File: config.mk
export PLATFORM = sky130hd
export DESIGN_NAME = etx_top
export DESIGN_NICKNAME = d
export VERILOG_FILES = /design/src/verilog/etx_pkg.sv /design/src/verilog/etx_packet_if.sv /design/src/verilog/etx_packet_capture.sv /design/src/verilog/etx_sequencer.sv /design/src/verilog/etx_serializer.sv /design/src/verilog/etx_wait_sync.sv /design/src/verilog/etx_top.sv
export SDC_FILE = /design/constraint.sdc
export NUM_CORES = 1
export LEC_CHECK = 0
export BUFFER_PORTS_ARGS = -buffer_cell sky130_fd_sc_hd__buf_4
export CAP_MARGIN = 20
export CORE_MARGIN = 5
export CORE_UTILIZATION = 30
export CTS_BUF_LIST = sky130_fd_sc_hd__clkbuf_8
export DETAILED_ROUTE_END_ITERATION = 10
export GPL_TIMING_DRIVEN = 0
export PLACE_DENSITY_LB_ADDON = 0.1
export SLEW_MARGIN = 10
export SYNTH_ARGS = -nofsm -noshare
export SYNTH_HDL_FRONTEND = slang
export SYNTH_SLANG_ARGS = --single-unit
File: constraint.sdc
create_clock -name tx_lclk -period 8.3 [get_ports tx_lclk]
set_input_delay 1.245 -clock tx_lclk [delete_from_list [all_inputs] [get_ports tx_lclk]]
set_output_delay 1.245 -clock tx_lclk [all_outputs]
set_load 0.05 [all_outputs]
File: src/verilog/etx_pkg.sv
package etx_pkg;

   // ################################################
   // Packet geometry
   // ################################################

   // Full mesh packet width on the fabric side
   localparam int PW = 104;

   // Mesh packet fields, declared top bit first
   // Bit 0 is access, srcaddr sits in the top 32 bits
   typedef struct packed {
      logic [31:0] srcaddr;
      logic [31:0] data;
      logic [31:0] dstaddr;
      logic [3:0]  ctrlmode;
      logic [1:0]  datamode;
      logic        write;
      logic        access;
   } emesh_fields_t;

   // ################################################
   // Link word sequence
   // ################################################

   // One state per link word, idle when no frame
   typedef enum logic [2:0] {
      W_IDLE,
      W_CTRL,
      W_ADDR_MID,
      W_ADDR_LO,
      W_DATA_HI,
      W_DATA_LO,
      W_SRC_HI,
      W_SRC_LO
   } tx_word_e;

   // Two bytes per cycle, high byte leaves first
   typedef logic [15:0] tx_link_word_t;

endpackage

File: src/verilog/etx_packet_if.sv
`timescale 1ns/10ps

// Captured packet, held stable for the whole frame
interface etx_packet_if;

   // Disassembled fields of the packet in flight
   etx_pkg::emesh_fields_t fields;

   // Capture side owns the fields
   modport capture (
      output fields
   );

   // Serializer only reads
   modport serial (
      input fields
   );

endinterface

File: src/verilog/etx_packet_capture.sv
`timescale 1ns/10ps

module etx_packet_capture (
   input  logic                    tx_lclk,
   input  logic                    ioreset,
   input  logic                    load,
   input  logic [etx_pkg::PW-1:0]  tx_packet,
   input  etx_pkg::tx_word_e       cur_word,
   etx_packet_if.capture           pkt
);

   // ################################################
   // Packet register
   // ################################################

   // Loaded on the accepting edge only
   // Fabric is free to move tx_packet afterwards
   always_ff @(posedge tx_lclk) begin
      if (load) begin
         pkt.fields <= etx_pkg::emesh_fields_t'(tx_packet);
      end
   end

   // ################################################
   // Checks
   // ################################################

   // Back-to-back loads only as a burst continuation
   // Second load must come while the last word is out
   a_load_spacing: assert property (
      @(posedge tx_lclk) disable iff (ioreset)
      load |=> (!load || cur_word == etx_pkg::W_SRC_LO)
   ) else $error("capture: load in consecutive cycles outside burst");

endmodule

File: src/verilog/etx_sequencer.sv
`timescale 1ns/10ps

module etx_sequencer (
   input  logic               tx_lclk,
   input  logic               ioreset,
   input  logic               tx_access,
   input  logic               tx_burst,
   output logic               tx_io_wait,
   output logic               load,
   output etx_pkg::tx_word_e  cur_word
);

   etx_pkg::tx_word_e next_word;

   // ################################################
   // Fabric handshake
   // ################################################

   // Open to the fabric when idle
   // Also on the last word if the next packet is a burst
   assign tx_io_wait = !((cur_word == etx_pkg::W_IDLE) ||
                         (cur_word == etx_pkg::W_SRC_LO && tx_burst));

   // Single accept point for the whole design
   assign load = tx_access && !tx_io_wait;

   // ################################################
   // Word FSM
   // ################################################

   always_comb begin
      next_word = cur_word;
      case (cur_word)
         etx_pkg::W_IDLE: begin
            // New transaction starts with the control word
            if (load) begin
               next_word = etx_pkg::W_CTRL;
            end
         end
         etx_pkg::W_CTRL:     next_word = etx_pkg::W_ADDR_MID;
         etx_pkg::W_ADDR_MID: next_word = etx_pkg::W_ADDR_LO;
         etx_pkg::W_ADDR_LO:  next_word = etx_pkg::W_DATA_HI;
         etx_pkg::W_DATA_HI:  next_word = etx_pkg::W_DATA_LO;
         etx_pkg::W_DATA_LO:  next_word = etx_pkg::W_SRC_HI;
         etx_pkg::W_SRC_HI:   next_word = etx_pkg::W_SRC_LO;
         etx_pkg::W_SRC_LO: begin
            // Burst skips ctrl and address words
            if (load) begin
               next_word = etx_pkg::W_DATA_HI;
            end else begin
               next_word = etx_pkg::W_IDLE;
            end
         end
         default: next_word = etx_pkg::W_IDLE;
      endcase
   end

   always_ff @(posedge tx_lclk or posedge ioreset) begin
      if (ioreset) begin
         cur_word <= etx_pkg::W_IDLE;
      end else begin
         cur_word <= next_word;
      end
   end

   // ################################################
   // Checks
   // ################################################

   // Idle is left only through an accepted packet
   a_idle_exit: assert property (
      @(posedge tx_lclk) disable iff (ioreset)
      (cur_word == etx_pkg::W_IDLE && !load) |=> (cur_word == etx_pkg::W_IDLE)
   ) else $error("sequencer: left idle without load");

   // Fabric held off on the cycle after every accept
   a_wait_after_load: assert property (
      @(posedge tx_lclk) disable iff (ioreset)
      load |=> tx_io_wait
   ) else $error("sequencer: fabric not held off after accept");

endmodule

File: src/verilog/etx_serializer.sv
`timescale 1ns/10ps

module etx_serializer (
   input  logic                   tx_lclk,
   input  logic                   ioreset,
   input  etx_pkg::tx_word_e      cur_word,
   etx_packet_if.serial           pkt,
   output etx_pkg::tx_link_word_t txo_data,
   output logic                   txo_frame
);

   etx_pkg::tx_link_word_t word_sel;

   // ################################################
   // Word mapping
   // ################################################

   // Upper byte goes on the wire first
   always_comb begin
      case (cur_word)
         etx_pkg::W_CTRL:
            word_sel = {pkt.fields.ctrlmode, pkt.fields.dstaddr[31:28],
                        ~pkt.fields.write, 7'b0};
         etx_pkg::W_ADDR_MID:
            word_sel = {pkt.fields.dstaddr[19:12], pkt.fields.dstaddr[27:20]};
         etx_pkg::W_ADDR_LO:
            word_sel = {pkt.fields.dstaddr[3:0], pkt.fields.datamode,
                        pkt.fields.write, pkt.fields.access,
                        pkt.fields.dstaddr[11:4]};
         etx_pkg::W_DATA_HI:
            word_sel = {pkt.fields.data[23:16], pkt.fields.data[31:24]};
         etx_pkg::W_DATA_LO:
            word_sel = {pkt.fields.data[7:0], pkt.fields.data[15:8]};
         etx_pkg::W_SRC_HI:
            word_sel = {pkt.fields.srcaddr[23:16], pkt.fields.srcaddr[31:24]};
         etx_pkg::W_SRC_LO:
            word_sel = {pkt.fields.srcaddr[7:0], pkt.fields.srcaddr[15:8]};
         // Idle drives zeros
         default:
            word_sel = '0;
      endcase
   end

   // ################################################
   // Link output register
   // ################################################

   // One cycle behind the sequencer state
   always_ff @(posedge tx_lclk or posedge ioreset) begin
      if (ioreset) begin
         txo_data  <= '0;
         txo_frame <= 1'b0;
      end else begin
         txo_data  <= word_sel;
         txo_frame <= (cur_word != etx_pkg::W_IDLE);
      end
   end

endmodule

File: src/verilog/etx_wait_sync.sv
`timescale 1ns/10ps

module etx_wait_sync (
   input  logic tx_lclk,
   input  logic ioreset,
   input  logic txi_wr_wait,
   input  logic txi_rd_wait,
   output logic tx_wr_wait,
   output logic tx_rd_wait
);

   // Bit 0 write pushback, bit 1 read pushback
   logic [1:0] meta_q;
   logic [1:0] sync_q;

   // Remote chip pins, async to tx_lclk
   // Two flops before anything uses them
   always_ff @(posedge tx_lclk or posedge ioreset) begin
      if (ioreset) begin
         meta_q <= '0;
         sync_q <= '0;
      end else begin
         meta_q <= {txi_rd_wait, txi_wr_wait};
         sync_q <= meta_q;
      end
   end

   // Reported back to the fabric only
   assign tx_wr_wait = sync_q[0];
   assign tx_rd_wait = sync_q[1];

endmodule

File: src/verilog/etx_top.sv
`timescale 1ns/10ps

module etx_top (
   input  logic                   tx_lclk,
   input  logic                   ioreset,
   // Fabric side
   input  logic [etx_pkg::PW-1:0] tx_packet,
   input  logic                   tx_access,
   input  logic                   tx_burst,
   output logic                   tx_io_wait,
   output logic                   tx_wr_wait,
   output logic                   tx_rd_wait,
   // Link pins
   output logic [15:0]            txo_data,
   output logic                   txo_frame,
   input  logic                   txi_wr_wait,
   input  logic                   txi_rd_wait
);

   logic              load;
   etx_pkg::tx_word_e cur_word;

   // Captured packet fields
   etx_packet_if pkt_if ();

   // ################################################
   // Transmit path
   // ################################################

   etx_sequencer sequencer_inst (
      .tx_lclk    (tx_lclk),
      .ioreset    (ioreset),
      .tx_access  (tx_access),
      .tx_burst   (tx_burst),
      .tx_io_wait (tx_io_wait),
      .load       (load),
      .cur_word   (cur_word)
   );

   etx_packet_capture capture_inst (
      .tx_lclk   (tx_lclk),
      .ioreset   (ioreset),
      .load      (load),
      .tx_packet (tx_packet),
      .cur_word  (cur_word),
      .pkt       (pkt_if.capture)
   );

   etx_serializer serializer_inst (
      .tx_lclk   (tx_lclk),
      .ioreset   (ioreset),
      .cur_word  (cur_word),
      .pkt       (pkt_if.serial),
      .txo_data  (txo_data),
      .txo_frame (txo_frame)
   );

   // Remote pushback back into tx_lclk
   etx_wait_sync wait_sync_inst (
      .tx_lclk     (tx_lclk),
      .ioreset     (ioreset),
      .txi_wr_wait (txi_wr_wait),
      .txi_rd_wait (txi_rd_wait),
      .tx_wr_wait  (tx_wr_wait),
      .tx_rd_wait  (tx_rd_wait)
   );

endmodule

After elaboration in Yosys (flattened, before gate mapping)
Index checks and enable logic that the tools add are counted.

cells by class
  reduce and logical (&&, ||, !) cells = 6
  multiplexer cells = 4
  equality and inequality tests = 8
  bitwise logic cells = 1

operators with widths
  operator              count
  $pmux W16 S7          1
  $pmux W3 S8           1
  $eq A3 B3 Y1 const B  4
  $eq A3 B2 Y1 const B  2
  $mux W3               2
  $eq A3 B1 Y1 const B  1
  $logic_not A3 Y1      1
  $reduce_bool A3 Y1    1
  $logic_and A1 B1 Y1   2
  $ne A2 B1 Y1 const B  1
  $logic_not A1 Y1      1
  $logic_or A1 B1 Y1    1
  $not A1 Y1            1

word-level totals
  bits of input ports = 110
  word-level logic and storage cells = 31
  output and inout port bits = 20
  flip-flop bits (word level) = 128

Logic depth before layout (Yosys ltp)
Gate-level depths: netlist of the first run.

  word-level depth = 6
  depth in mapped cells = 5
  depth with buffers taken out = 3

Modules after synthesis
Synthesis of the first run repeated with hierarchy kept, for this count alone.

unflattened totals
  cell total of the unflattened synthesis = 257
  area total of the unflattened synthesis = 4838.4 µm²

modules (own cells, without submodules)
  module              cells an instance  times used  area each (µm²)  sequential area each (µm²)
  etx_packet_capture  104                1           3123.0           3123.0
  etx_serializer      134                1           1470.2           425.4
  etx_sequencer       14                 1           141.4            75.1
  etx_wait_sync       5                  1           103.8            100.1

Least setup slack after synthesis of the first run
OpenSTA, ideal clock, no wires.

  path kind = input-to-reg
  start point = in tx_burst
  end point = reg, netlist name capture_inst.pkt.fields[0]
  arrival time = 6.281 ns
  setup time = 0.578 ns
  required time = 7.722 ns
  path buffers = 0
  path slack = 1.441 ns
  stages = 3
  cells stage by stage = nand2_1 o21a_1 nor2b_1

between the ends
  word-level cells in the longest chain between the ends = 3

RTL lines
  element                RTL line                 source
  start, declared        etx_top.sv:9             input logic tx_burst,
  $logic_and A1 B1 Y1    etx_sequencer.sv:22      (cur_word == etx_pkg::W_SRC_LO && tx_burst));
  $logic_or A1 B1 Y1     etx_sequencer.sv:21      assign tx_io_wait = !((cur_word == etx_pkg::W_IDLE) ||
  $logic_and A1 B1 Y1    etx_sequencer.sv:25      assign load = tx_access && !tx_io_wait;
  via capture_inst.load  etx_packet_capture.sv:6  input logic load,

The timed path passes the listed nets, and every way through them passes these cells.
A chain may end at the register's enable or synchronous reset.

Worst setup path after layout of the first run
  start point = in tx_burst
  end point = out tx_io_wait

between the ends
  word-level cells in the longest chain between the ends = 3

RTL lines
  element              RTL line             source
  $logic_and A1 B1 Y1  etx_sequencer.sv:22
  $logic_or A1 B1 Y1   etx_sequencer.sv:21
  $logic_not A1 Y1     etx_sequencer.sv:21
  end, declared        etx_top.sv:10        output logic tx_io_wait,

No other way between the ends.

==> impl_metrics.env, run 1 <==
export IMPL_arrival_ns=1.86
export IMPL_cts_tree="yes"
export IMPL_clk_root_buffer_cell="clkbuf_8"
export IMPL_ir_drop_v=0.000165
export IMPL_drt_total_wl_um=11400
export IMPL_grt_pass1_vias=2998
export IMPL_fin_nets=510
export IMPL_antenna_left=0
export IMPL_via_count=2734
export IMPL_maxSlewHeadroom=0.539
export IMPL_cts_resized=0
export IMPL_antenna_found_initial=0
export IMPL_clkSinkCount=128
export IMPL_fin_cells=624
export IMPL_ys_types=33
export IMPL_setup_viol_count_final=0
export IMPL_syn_num_nets=357
export IMPL_post_route_util=0.424
export IMPL_track_usage=0.129
export IMPL_synth_edf_count=104
export IMPL_hpwl_um=8140
export IMPL_syn_to_final_growth_pct=37.5
export IMPL_min_period_ns=3.11
export IMPL_core_um2=15300
export IMPL_worstPathCellList="buf_4 -> nand2_1 -> o21a_1 -> buf_4"
export IMPL_htree_levels=4
export IMPL_grt_pass1_wl_um=17100
export IMPL_ys_seq_area_frac=0.789
export IMPL_p_total_mw=2.22
export IMPL_layout_drive_gt1_share=0.475
export IMPL_synth_ff_type="edfxtp_1"
export IMPL_synth_simple_area_share=0.0355
export IMPL_cts_buffers=17
export IMPL_rows=45
export IMPL_synthXorXnorAreaFrac=0
export IMPL_critPathCaptureType="output pin"
export IMPL_required_ns=7.05
export IMPL_finalMaxSlewViolations=0
export IMPL_yosys_warnings=0
export IMPL_die_y_um=135
export IMPL_portBuffers=129
export IMPL_skew_ns=0.0125
export IMPL_first_pass_iters=5
export IMPL_ioPinCount=130
export IMPL_crit_type="in -> out"
export IMPL_die_x_um=135
export IMPL_holdBufCountCts=0
export IMPL_synthAdderAreaFrac=0
export IMPL_diodes=0
export IMPL_synth_seq_cells=128
export IMPL_synth_top_family_by_area="multiplexers"
export IMPL_status="complete, no violations"
export IMPL_drtIter0Drc=112
export IMPL_gp_congestion=0.687
export IMPL_post_drt_wl_per_cell_um=18.3
export IMPL_clkTransAtPathRegs_ns=0.07
export IMPL_start_util=0.308
export IMPL_cp_max_fo=2
export IMPL_syn_cell_area_um2=4720
export IMPL_via_per_inst=4.38
export IMPL_power_per_cell_area_nw_per_um2=342
export IMPL_final_hold_viol_count=0
export IMPL_worst_pin_slew_ns=0.690
export IMPL_max_cap_violations=0
export IMPL_clockBufferDepth=2
export IMPL_dieArea_um2=18300
export IMPL_fin_crit_sh=0.374
export IMPL_clkLatencyLatePin_ns=0.43
export IMPL_synthCells=247
export IMPL_rsz0062_at_grt="false"
export IMPL_leakage_nw=2.57
export IMPL_synth_compound_area_frac=0.0562
export IMPL_worst_path_max_delay_cell="buf_4"
export IMPL_min_path_type="reg -> reg"
export IMPL_gr_total_overflow=0
export IMPL_dp_cells=592
export IMPL_drc_errors=0
export IMPL_final_cell_mix="buf_4 (132), edfxtp_1 (104), dfrtp_1 (24), mux2i_1 (23), clkbuf_8 (19)"
export IMPL_grt_start_max_net_pins=28
export IMPL_cpPeakStageDelay_ns=0.24
export IMPL_final_common_cell="buf_4"
export IMPL_start_kind="primary input"
export IMPL_fmax_mhz=322
export IMPL_avgSynthCellArea_um2=19.1
export IMPL_async_flop_share=0.188
export IMPL_synthMuxAreaShare=0.0941
export IMPL_post_cts_setup_buffers=0
export IMPL_crit_top_cell="buf_4"
## sequential cells by signal, indices dropped and copies added (netlist names)
signal and flops:
capture_inst.pkt.fields 104, sequencer_inst.cur_word 3, wait_sync_inst.sync_q 2, wait_sync_inst.meta_q 2, serializer_inst.txo_data 16, serializer_inst.txo_frame 1
## routing by layer
layer / routed length, um / global-route usage
met1: 4730 / 0.157
met2: 5580 / 0.209
met3: 1020 / 0.0565
met4: 112 / 0.0370
met5: 0 / 0
## cells by family after synthesis
logic type             after synthesis
AND/OR/NAND/NOR                     30
AO/OA/AOI/OAI                       33
buffers and inverters               15
multiplexers                        41
flip-flops                         128
## Yosys cell counts (2+ instances only)
master	count	area, um^2
and2b_1	2	15.0
nor2b_1	5	31.3
nand2b_1	2	12.5
nor2_1	4	15.0
inv_1	2	7.51
mux2_2	17	191
edfxtp_1	104	3120
nand2_1	8	30.0
a221oi_1	18	158
mux2i_1	23	230
a21oi_1	5	25.0
o221ai_1	4	35.0
dfrtp_1	24	601
nand3_1	2	10.0
buf_6	5	56.3
buf_4	3	22.5
buf_2	3	15.0
## stage by stage
step	TNS (ns)	hold WS [ns]	area, um^2	setup WS [ns]
2_1_floorplan	0	0.331	4720	1.44
3_3_place_gp	-57.81	0.333	5950	-0.560
3_5_place_dp	0	0.341	6080	5.21
4_1_cts	0	0.358	6490	5.20
5_1_grt	0	0.371	6490	5.16
6_report	0	0.353	6490	5.19
## worst paths after layout
kind	from	end	slack, ns	depth (start not counted)
min in group asynchronous	ioreset	serializer_inst.txo_data[14]	0.83	2
max in group asynchronous	ioreset	serializer_inst.txo_data[3]	7.01	3
hold reg to reg	wait_sync_inst.meta_q[0]	wait_sync_inst.sync_q[0]	0.35	0
hold / removal	wait_sync_inst.meta_q[0]	wait_sync_inst.sync_q[0]	0.35	0
setup / recovery	tx_burst	tx_io_wait	5.19	4
setup reg to reg	sequencer_inst.cur_word[0]	capture_inst.pkt.fields[38]	5.98	6
## critical path, delay by kind of cell
family,cells,cell delay (ns)
buf+inv,2,0.35
compound gates,1,0.21
simple gates,1,0.06
## layout make-up
cell class,instances,area [um^2]
multi-input combinational,104,885
tap,211,264
inverter,2,7.51
buffer,13,113
clock buffer,19,262
timing repair buffer,134,1090
fill,1426,8820
sequential,128,3720
clock inverter,13,146
## report_power, final
| group | switching (mW) | total (mW) | internal (mW) |
|---|---|---|---|
| logic | 0.481 | 0.789 | 0.307 |
| registers | 0.0355 | 0.882 | 0.847 |
| clock network | 0.239 | 0.547 | 0.308 |
No activity file was read; power rests on OpenSTA's default activity.
==> run 2, diff against run 1 <==
==> constraint.sdc (replaced) <==
create_clock -name tx_lclk -period 2.99 [get_ports tx_lclk]
set_input_delay 0.4485 -clock tx_lclk [delete_from_list [all_inputs] [get_ports tx_lclk]]
set_output_delay 0.4485 -clock tx_lclk [all_outputs]
set_load 0.05 [all_outputs]
==> impl_metrics.env, run 2 (synthesis results as in run 1) <==
export IMPL_holdBufCountCts=0
export IMPL_crit_buf_inv=3
export IMPL_die_x_um=135
export IMPL_cts_buffers=17
export IMPL_worst_pin_slew_ns=0.768
export IMPL_p_total_mw=6.28
export IMPL_setup_viol_count_final=0
export IMPL_gr_total_overflow=0
export IMPL_leakage_nw=2.56
export IMPL_r2r_worst_path_cells=6
export IMPL_p_switching_mw=2.11
export IMPL_seq_power_share=0.391
export IMPL_cts_tree="yes"
export IMPL_worst_path_max_delay_cell="nor2b_4"
export IMPL_diodes=0
export IMPL_fin_crit_sh=0.823
export IMPL_antenna_found_initial=0
export IMPL_largest_reg_flops=104
export IMPL_cts_resized=0
export IMPL_layout_drive_gt1_share=0.473
export IMPL_critPathCaptureType="flip-flop"
export IMPL_grt_pass1_vias=2887
export IMPL_p_int_mw=4.17
export IMPL_switching_share=0.335
export IMPL_holdWs_ns=0.0549
export IMPL_hpwl_um=8070
export IMPL_clkTransAtPathRegs_ns=0.07
export IMPL_finalMaxSlewViolations=0
export IMPL_die_y_um=135
export IMPL_status="complete, no violations"
export IMPL_arrival_ns=2.60
export IMPL_via_count=2728
export IMPL_min_period_ns=2.46
export IMPL_max_cap_violations=0
export IMPL_maxSlewHeadroom=0.487
export IMPL_fin_nets=509
export IMPL_portBuffers=129
export IMPL_cp_max_fo=27
export IMPL_antenna_left=0
export IMPL_via_per_inst=4.38
export IMPL_power_frac_comb=0.349
export IMPL_final_cell_mix="buf_4 (131), edfxtp_1 (104), dfrtp_1 (24), mux2i_1 (23), a221oi_1 (18)"
export IMPL_fin_setup_tns_ns=0
export IMPL_min_path_type="in -> async"
export IMPL_final_common_cell="buf_4"
export IMPL_fmax_mhz=407
export IMPL_clockBufferDepth=2
export IMPL_clkSinkCount=128
export IMPL_rows=45
export IMPL_final_hold_viol_count=0
export IMPL_cpPeakStageDelay_ns=0.61
export IMPL_core_um2=15300
export IMPL_cp_top_family="simple AND/OR/NAND/NOR gates"
export IMPL_ioPinCount=130
export IMPL_drtIter0Drc=123
export IMPL_rsz0062_at_grt="false"
export IMPL_post_drt_wl_per_cell_um=18.4
export IMPL_clk_root_buffer_cell="clkbuf_8"
export IMPL_required_ns=3.13
export IMPL_largestRegisters="capture_inst.pkt.fields (104), serializer_inst.txo_data (16), sequencer_inst.cur_word (3)"
export IMPL_post_cts_setup_buffers=0
export IMPL_worstPathCellList="buf_6 -> or3_4 -> o21a_4 -> nor2b_4 -> buf_12 -> buf_16"
export IMPL_gp_congestion=0.694
export IMPL_drt_total_wl_um=11500
export IMPL_grt_start_max_net_pins=33
export IMPL_crit_cells=6
export IMPL_ir_drop_v=0.000553
export IMPL_start_util=0.308
export IMPL_power_per_cell_area_nw_per_um2=965
export IMPL_track_usage=0.129
export IMPL_htree_levels=4
export IMPL_post_route_util=0.425
export IMPL_top_register="capture_inst.pkt.fields"
export IMPL_first_pass_iters=4
export IMPL_drc_errors=0
export IMPL_dieArea_um2=18300
export IMPL_clkLatencyLatePin_ns=0.43
export IMPL_p_clk_frac=0.259
export IMPL_dp_cells=591
export IMPL_syn_to_final_growth_pct=37.8
export IMPL_crit_type="reg -> reg"
export IMPL_fin_cells=623
export IMPL_skew_ns=0.00952
export IMPL_grt_pass1_wl_um=17000
export IMPL_start_kind="flip-flop"
-- run 2: final cells by class --
class	count	area (um^2)
clock buffer	17	234
tap	211	264
fill	1484	8810
timing repair buffer	133	1060
buffer	13	116
clock inverter	15	198
multi-input combinational	104	897
inverter	2	7.51
sequential	128	3720
-- run 2: power by group through the flow --
stage / Sequential (mW) / Clock, mW / Combinational, mW
2_1_floorplan: 2.89 / 0 / 1.06
3_3_place_gp: 2.51 / 0 / 2.17
3_5_place_dp: 2.50 / 0 / 2.25
4_1_cts: 2.46 / 1.68 / 2.25
5_1_grt: 2.48 / 1.76 / 2.37
6_report: 2.46 / 1.63 / 2.19
-- run 2: per-layer routing --
| metal | track usage | part of all wire | vias up |
|---|---|---|---|
| met5 | 0 | 0 | - |
| met4 | 0.0538 | 0.018 | 0 |
| met3 | 0.0427 | 0.062 | 18 |
| met2 | 0.208 | 0.49 | 92 |
| met1 | 0.160 | 0.43 | 1334 |
| li1 | - | - | 1284 |
-- run 2: path summary, 6_finish.rpt --
kind / start / end / slack (ns)
setup / recovery: sequencer_inst.cur_word[1] / capture_inst.pkt.fields[92] / 0.53
min in group tx_lclk: txi_rd_wait / wait_sync_inst.meta_q[1] / 0.12
setup reg to reg: sequencer_inst.cur_word[1] / capture_inst.pkt.fields[92] / 0.53
hold / removal: ioreset / serializer_inst.txo_data[14] / 0.05
max in group asynchronous: ioreset / serializer_inst.txo_data[2] / 2.45
hold reg to reg: wait_sync_inst.meta_q[0] / wait_sync_inst.sync_q[0] / 0.35
-- run 2: through the flow --
step | cell area (um^2) | worst slack, ns
finish | 6500 | 0.531
global route | 6500 | 0.436
CTS | 6500 | 0.500
detailed placement | 6070 | 0.512
global placement | 5980 | -0.691
floorplan | 4740 | -0.0569
==> run 3, diff against run 2 <==
--- a/config.mk
+++ b/config.mk
@@ -5,6 +5,7 @@
 export SDC_FILE = /design/constraint.sdc
 export NUM_CORES = 1
 export LEC_CHECK = 0
+export ABC_AREA = 1
 export BUFFER_PORTS_ARGS = -buffer_cell sky130_fd_sc_hd__buf_4
 export CAP_MARGIN = 20
 export CORE_MARGIN = 5
==> constraint.sdc (replaced) <==
create_clock -name tx_lclk -period 2.07 [get_ports tx_lclk]
set_input_delay 0.3105 -clock tx_lclk [delete_from_list [all_inputs] [get_ports tx_lclk]]
set_output_delay 0.3105 -clock tx_lclk [all_outputs]
set_load 0.05 [all_outputs]
==> impl_metrics.env, run 3 <==
export IMPL_status="complete, no violations"
export IMPL_holdWs_ns=0.0617
export IMPL_leakage_nw=2.86
export IMPL_setup_viol_count_final=0
export IMPL_final_hold_viol_count=0
export IMPL_required_ns=2.23
export IMPL_cts_tree="yes"
export IMPL_top_register="capture_inst.pkt.fields"
export IMPL_cp_max_fo=40
export IMPL_grt_pass1_vias=3202
export IMPL_via_count=3036
export IMPL_track_usage=0.128
export IMPL_portBuffers=129
export IMPL_skew_ns=0.00875
export IMPL_synth_simple_area_share=0.164
export IMPL_drt_total_wl_um=11300
export IMPL_gr_total_overflow=0
export IMPL_post_route_util=0.417
export IMPL_finalMaxSlewViolations=0
export IMPL_largestRegisters="capture_inst.pkt.fields (104), serializer_inst.txo_data (16), sequencer_inst.cur_word (3)"
export IMPL_whs_path_depth=1
export IMPL_ys_types=19
export IMPL_final_common_cell="buf_4"
export IMPL_r2r_start="sequencer_inst.cur_word[0]"
export IMPL_worst_pin_slew_ns=0.663
export IMPL_drtIter0Drc=117
export IMPL_synthTopCellsByArea="edfxtp_1 (65%), dfrtp_1 (13%), nand2_1 (9.4%), nor2_1 (4.0%), inv_1 (2.7%)"
export IMPL_ir_drop_v=0.000595
export IMPL_diodes=0
export IMPL_rows=46
export IMPL_synth_top_cell_by_area="edfxtp_1"
export IMPL_first_pass_iters=5
export IMPL_rsz0062_at_grt="false"
export IMPL_largest_reg_flops=104
export IMPL_via_per_inst=4.01
export IMPL_fin_cells=758
export IMPL_crit_type="reg -> reg"
export IMPL_crit_start="sequencer_inst.cur_word[0]"
export IMPL_synth_edf_count=104
export IMPL_gp_congestion=0.749
export IMPL_fin_nets=639
export IMPL_final_area_um2=6550
export IMPL_ys_seq_area_frac=0.781
export IMPL_clk_root_buffer_cell="clkbuf_8"
export IMPL_syn_to_final_growth_pct=37.4
export IMPL_syn_num_nets=484
export IMPL_placed_cell_area_um2=6110
export IMPL_clkSinkCount=128
export IMPL_die_x_um=136
export IMPL_start_kind="flip-flop"
export IMPL_final_cell_mix="buf_4 (132), nand2_1 (117), edfxtp_1 (104), nor2_1 (50), inv_1 (36)"
export IMPL_synthAdderAreaFrac=0
export IMPL_drc_errors=0
export IMPL_synth_ff_type="edfxtp_1"
export IMPL_post_drt_wl_per_cell_um=15.0
export IMPL_timing_rr_end="capture_inst.pkt.fields[40]"
export IMPL_dp_cells=722
export IMPL_antenna_left=0
export IMPL_arrival_ns=2.04
export IMPL_clockBufferDepth=2
export IMPL_synth_compound_area_frac=0.0126
export IMPL_fin_crit_sh=0.910
export IMPL_power_per_cell_area_nw_per_um2=1300
export IMPL_clkTransAtPathRegs_ns=0.07
export IMPL_min_period_ns=1.88
export IMPL_fmax_mhz=531
export IMPL_min_path_type="in -> reg"
export IMPL_synth_top_family_by_area="simple AND/OR/NAND/NOR gates"
export IMPL_clkLatencyLatePin_ns=0.42
export IMPL_hpwl_um=7930
export IMPL_htree_levels=4
export IMPL_syn_cell_area_um2=4770
export IMPL_synthMuxAreaShare=0
export IMPL_avgSynthCellArea_um2=12.7
export IMPL_cts_buffers=17
export IMPL_ioPinCount=130
export IMPL_max_cap_violations=0
export IMPL_dieArea_um2=18500
export IMPL_grt_pass1_wl_um=17200
export IMPL_yosys_top_cells_count="nand2_1 (120), edfxtp_1 (104), nor2_1 (51)"
export IMPL_synth_top_area_frac=0.655
export IMPL_antenna_found_initial=0
export IMPL_layout_drive_gt1_share=0.351
export IMPL_synthCells=374
export IMPL_synthXorXnorAreaFrac=0
export IMPL_start_util=0.303
export IMPL_reg2reg_setup_slack_ns=0.19
export IMPL_grt_start_max_net_pins=41
export IMPL_maxSlewHeadroom=0.558
export IMPL_async_flop_share=0.188
export IMPL_synth_seq_cells=128
export IMPL_r2r_worst_path_cells=7
export IMPL_yosys_warnings=0
export IMPL_core_um2=15700
export IMPL_yosysMostFrequentCell="nand2_1"
export IMPL_die_y_um=136
export IMPL_cp_endpoint="capture_inst.pkt.fields[40]"
export IMPL_critPathCaptureType="flip-flop"
## run 3: worst max-delay path, cell delays in order, from the launching register on
cell        delay, ns
dfrtp_1          0.37
buf_6            0.17
nor2_4           0.04
nand2_2          0.08
nand2_2          0.06
nand2_2          0.13
clkinvlp_4       0.41
buf_12           0.35
## run 3: worst min-delay path by stage
| stage | from | end | slack [ns] |
|---|---|---|---|
| after CTS | tx_packet[11] | capture_inst.pkt.fields[11] | 0.02 |
| after global placement | wait_sync_inst.meta_q[1] | wait_sync_inst.sync_q[1] | 0.34 |
| after floorplan | ioreset | sequencer_inst.cur_word[0] | 0.33 |
| after global routing | tx_packet[37] | capture_inst.pkt.fields[37] | 0.01 |
| final | tx_packet[11] | capture_inst.pkt.fields[11] | 0.06 |
| after detailed placement | wait_sync_inst.meta_q[1] | wait_sync_inst.sync_q[1] | 0.34 |
## run 3: area by class of cell
class	count	area (um^2)
plain buffers	8	72.6
clock buffers	19	262
clock inverters	13	148
fillers	1534	9160
inverters	38	149
multi-input cells	200	856
flip-flops and latches	128	3720
well taps	216	270
repair buffers	135	1070
repair inverters	1	7.51
## run 3: cells by family (layout without fill, tap and decap cells)
kind of cell,count (synthesis),in the layout
AO/OA/AOI/OAI,11,11
flip-flops,128,128
buffers and inverters,46,214
AND/OR/NAND/NOR,189,189
## run 3: timing repair
item,in CTS,in global routing
gates cloned,1,0
setup buffers,0,0
pin swaps,0,0
hold buffers,3,0
setup endpoints to repair,75,15
resized for setup,0,1
hold endpoints to repair,12,0
## run 3: power breakdown
group          internal, mW  switching [mW]  leakage [nW]  total (mW)
logic                 0.870            1.89          1.41        2.76
registers              3.42           0.138          1.24        3.55
clock network          1.24           0.957         0.211        2.19
total                  5.52            2.98          2.86        8.50
## run 3: stage by stage
stage,power [mW],setup WS (ns),TNS [ns]
2_1_floorplan,5.45,-0.582,-60.48
3_3_place_gp,6.39,-1.39,-143.65
3_5_place_dp,6.44,-0.143,-10.03
4_1_cts,8.67,0.0108,0
5_1_grt,9.05,0.0394,0
6_report,8.50,0.187,0
## run 3: per-layer routing
metal  vias up  global-route usage  wire length (um)
met5         -                   0                 0
met4         0              0.0381               139
met3        10              0.0481               747
met2        98               0.209              5550
met1      1396               0.158              4910
li1       1532                   -                 -
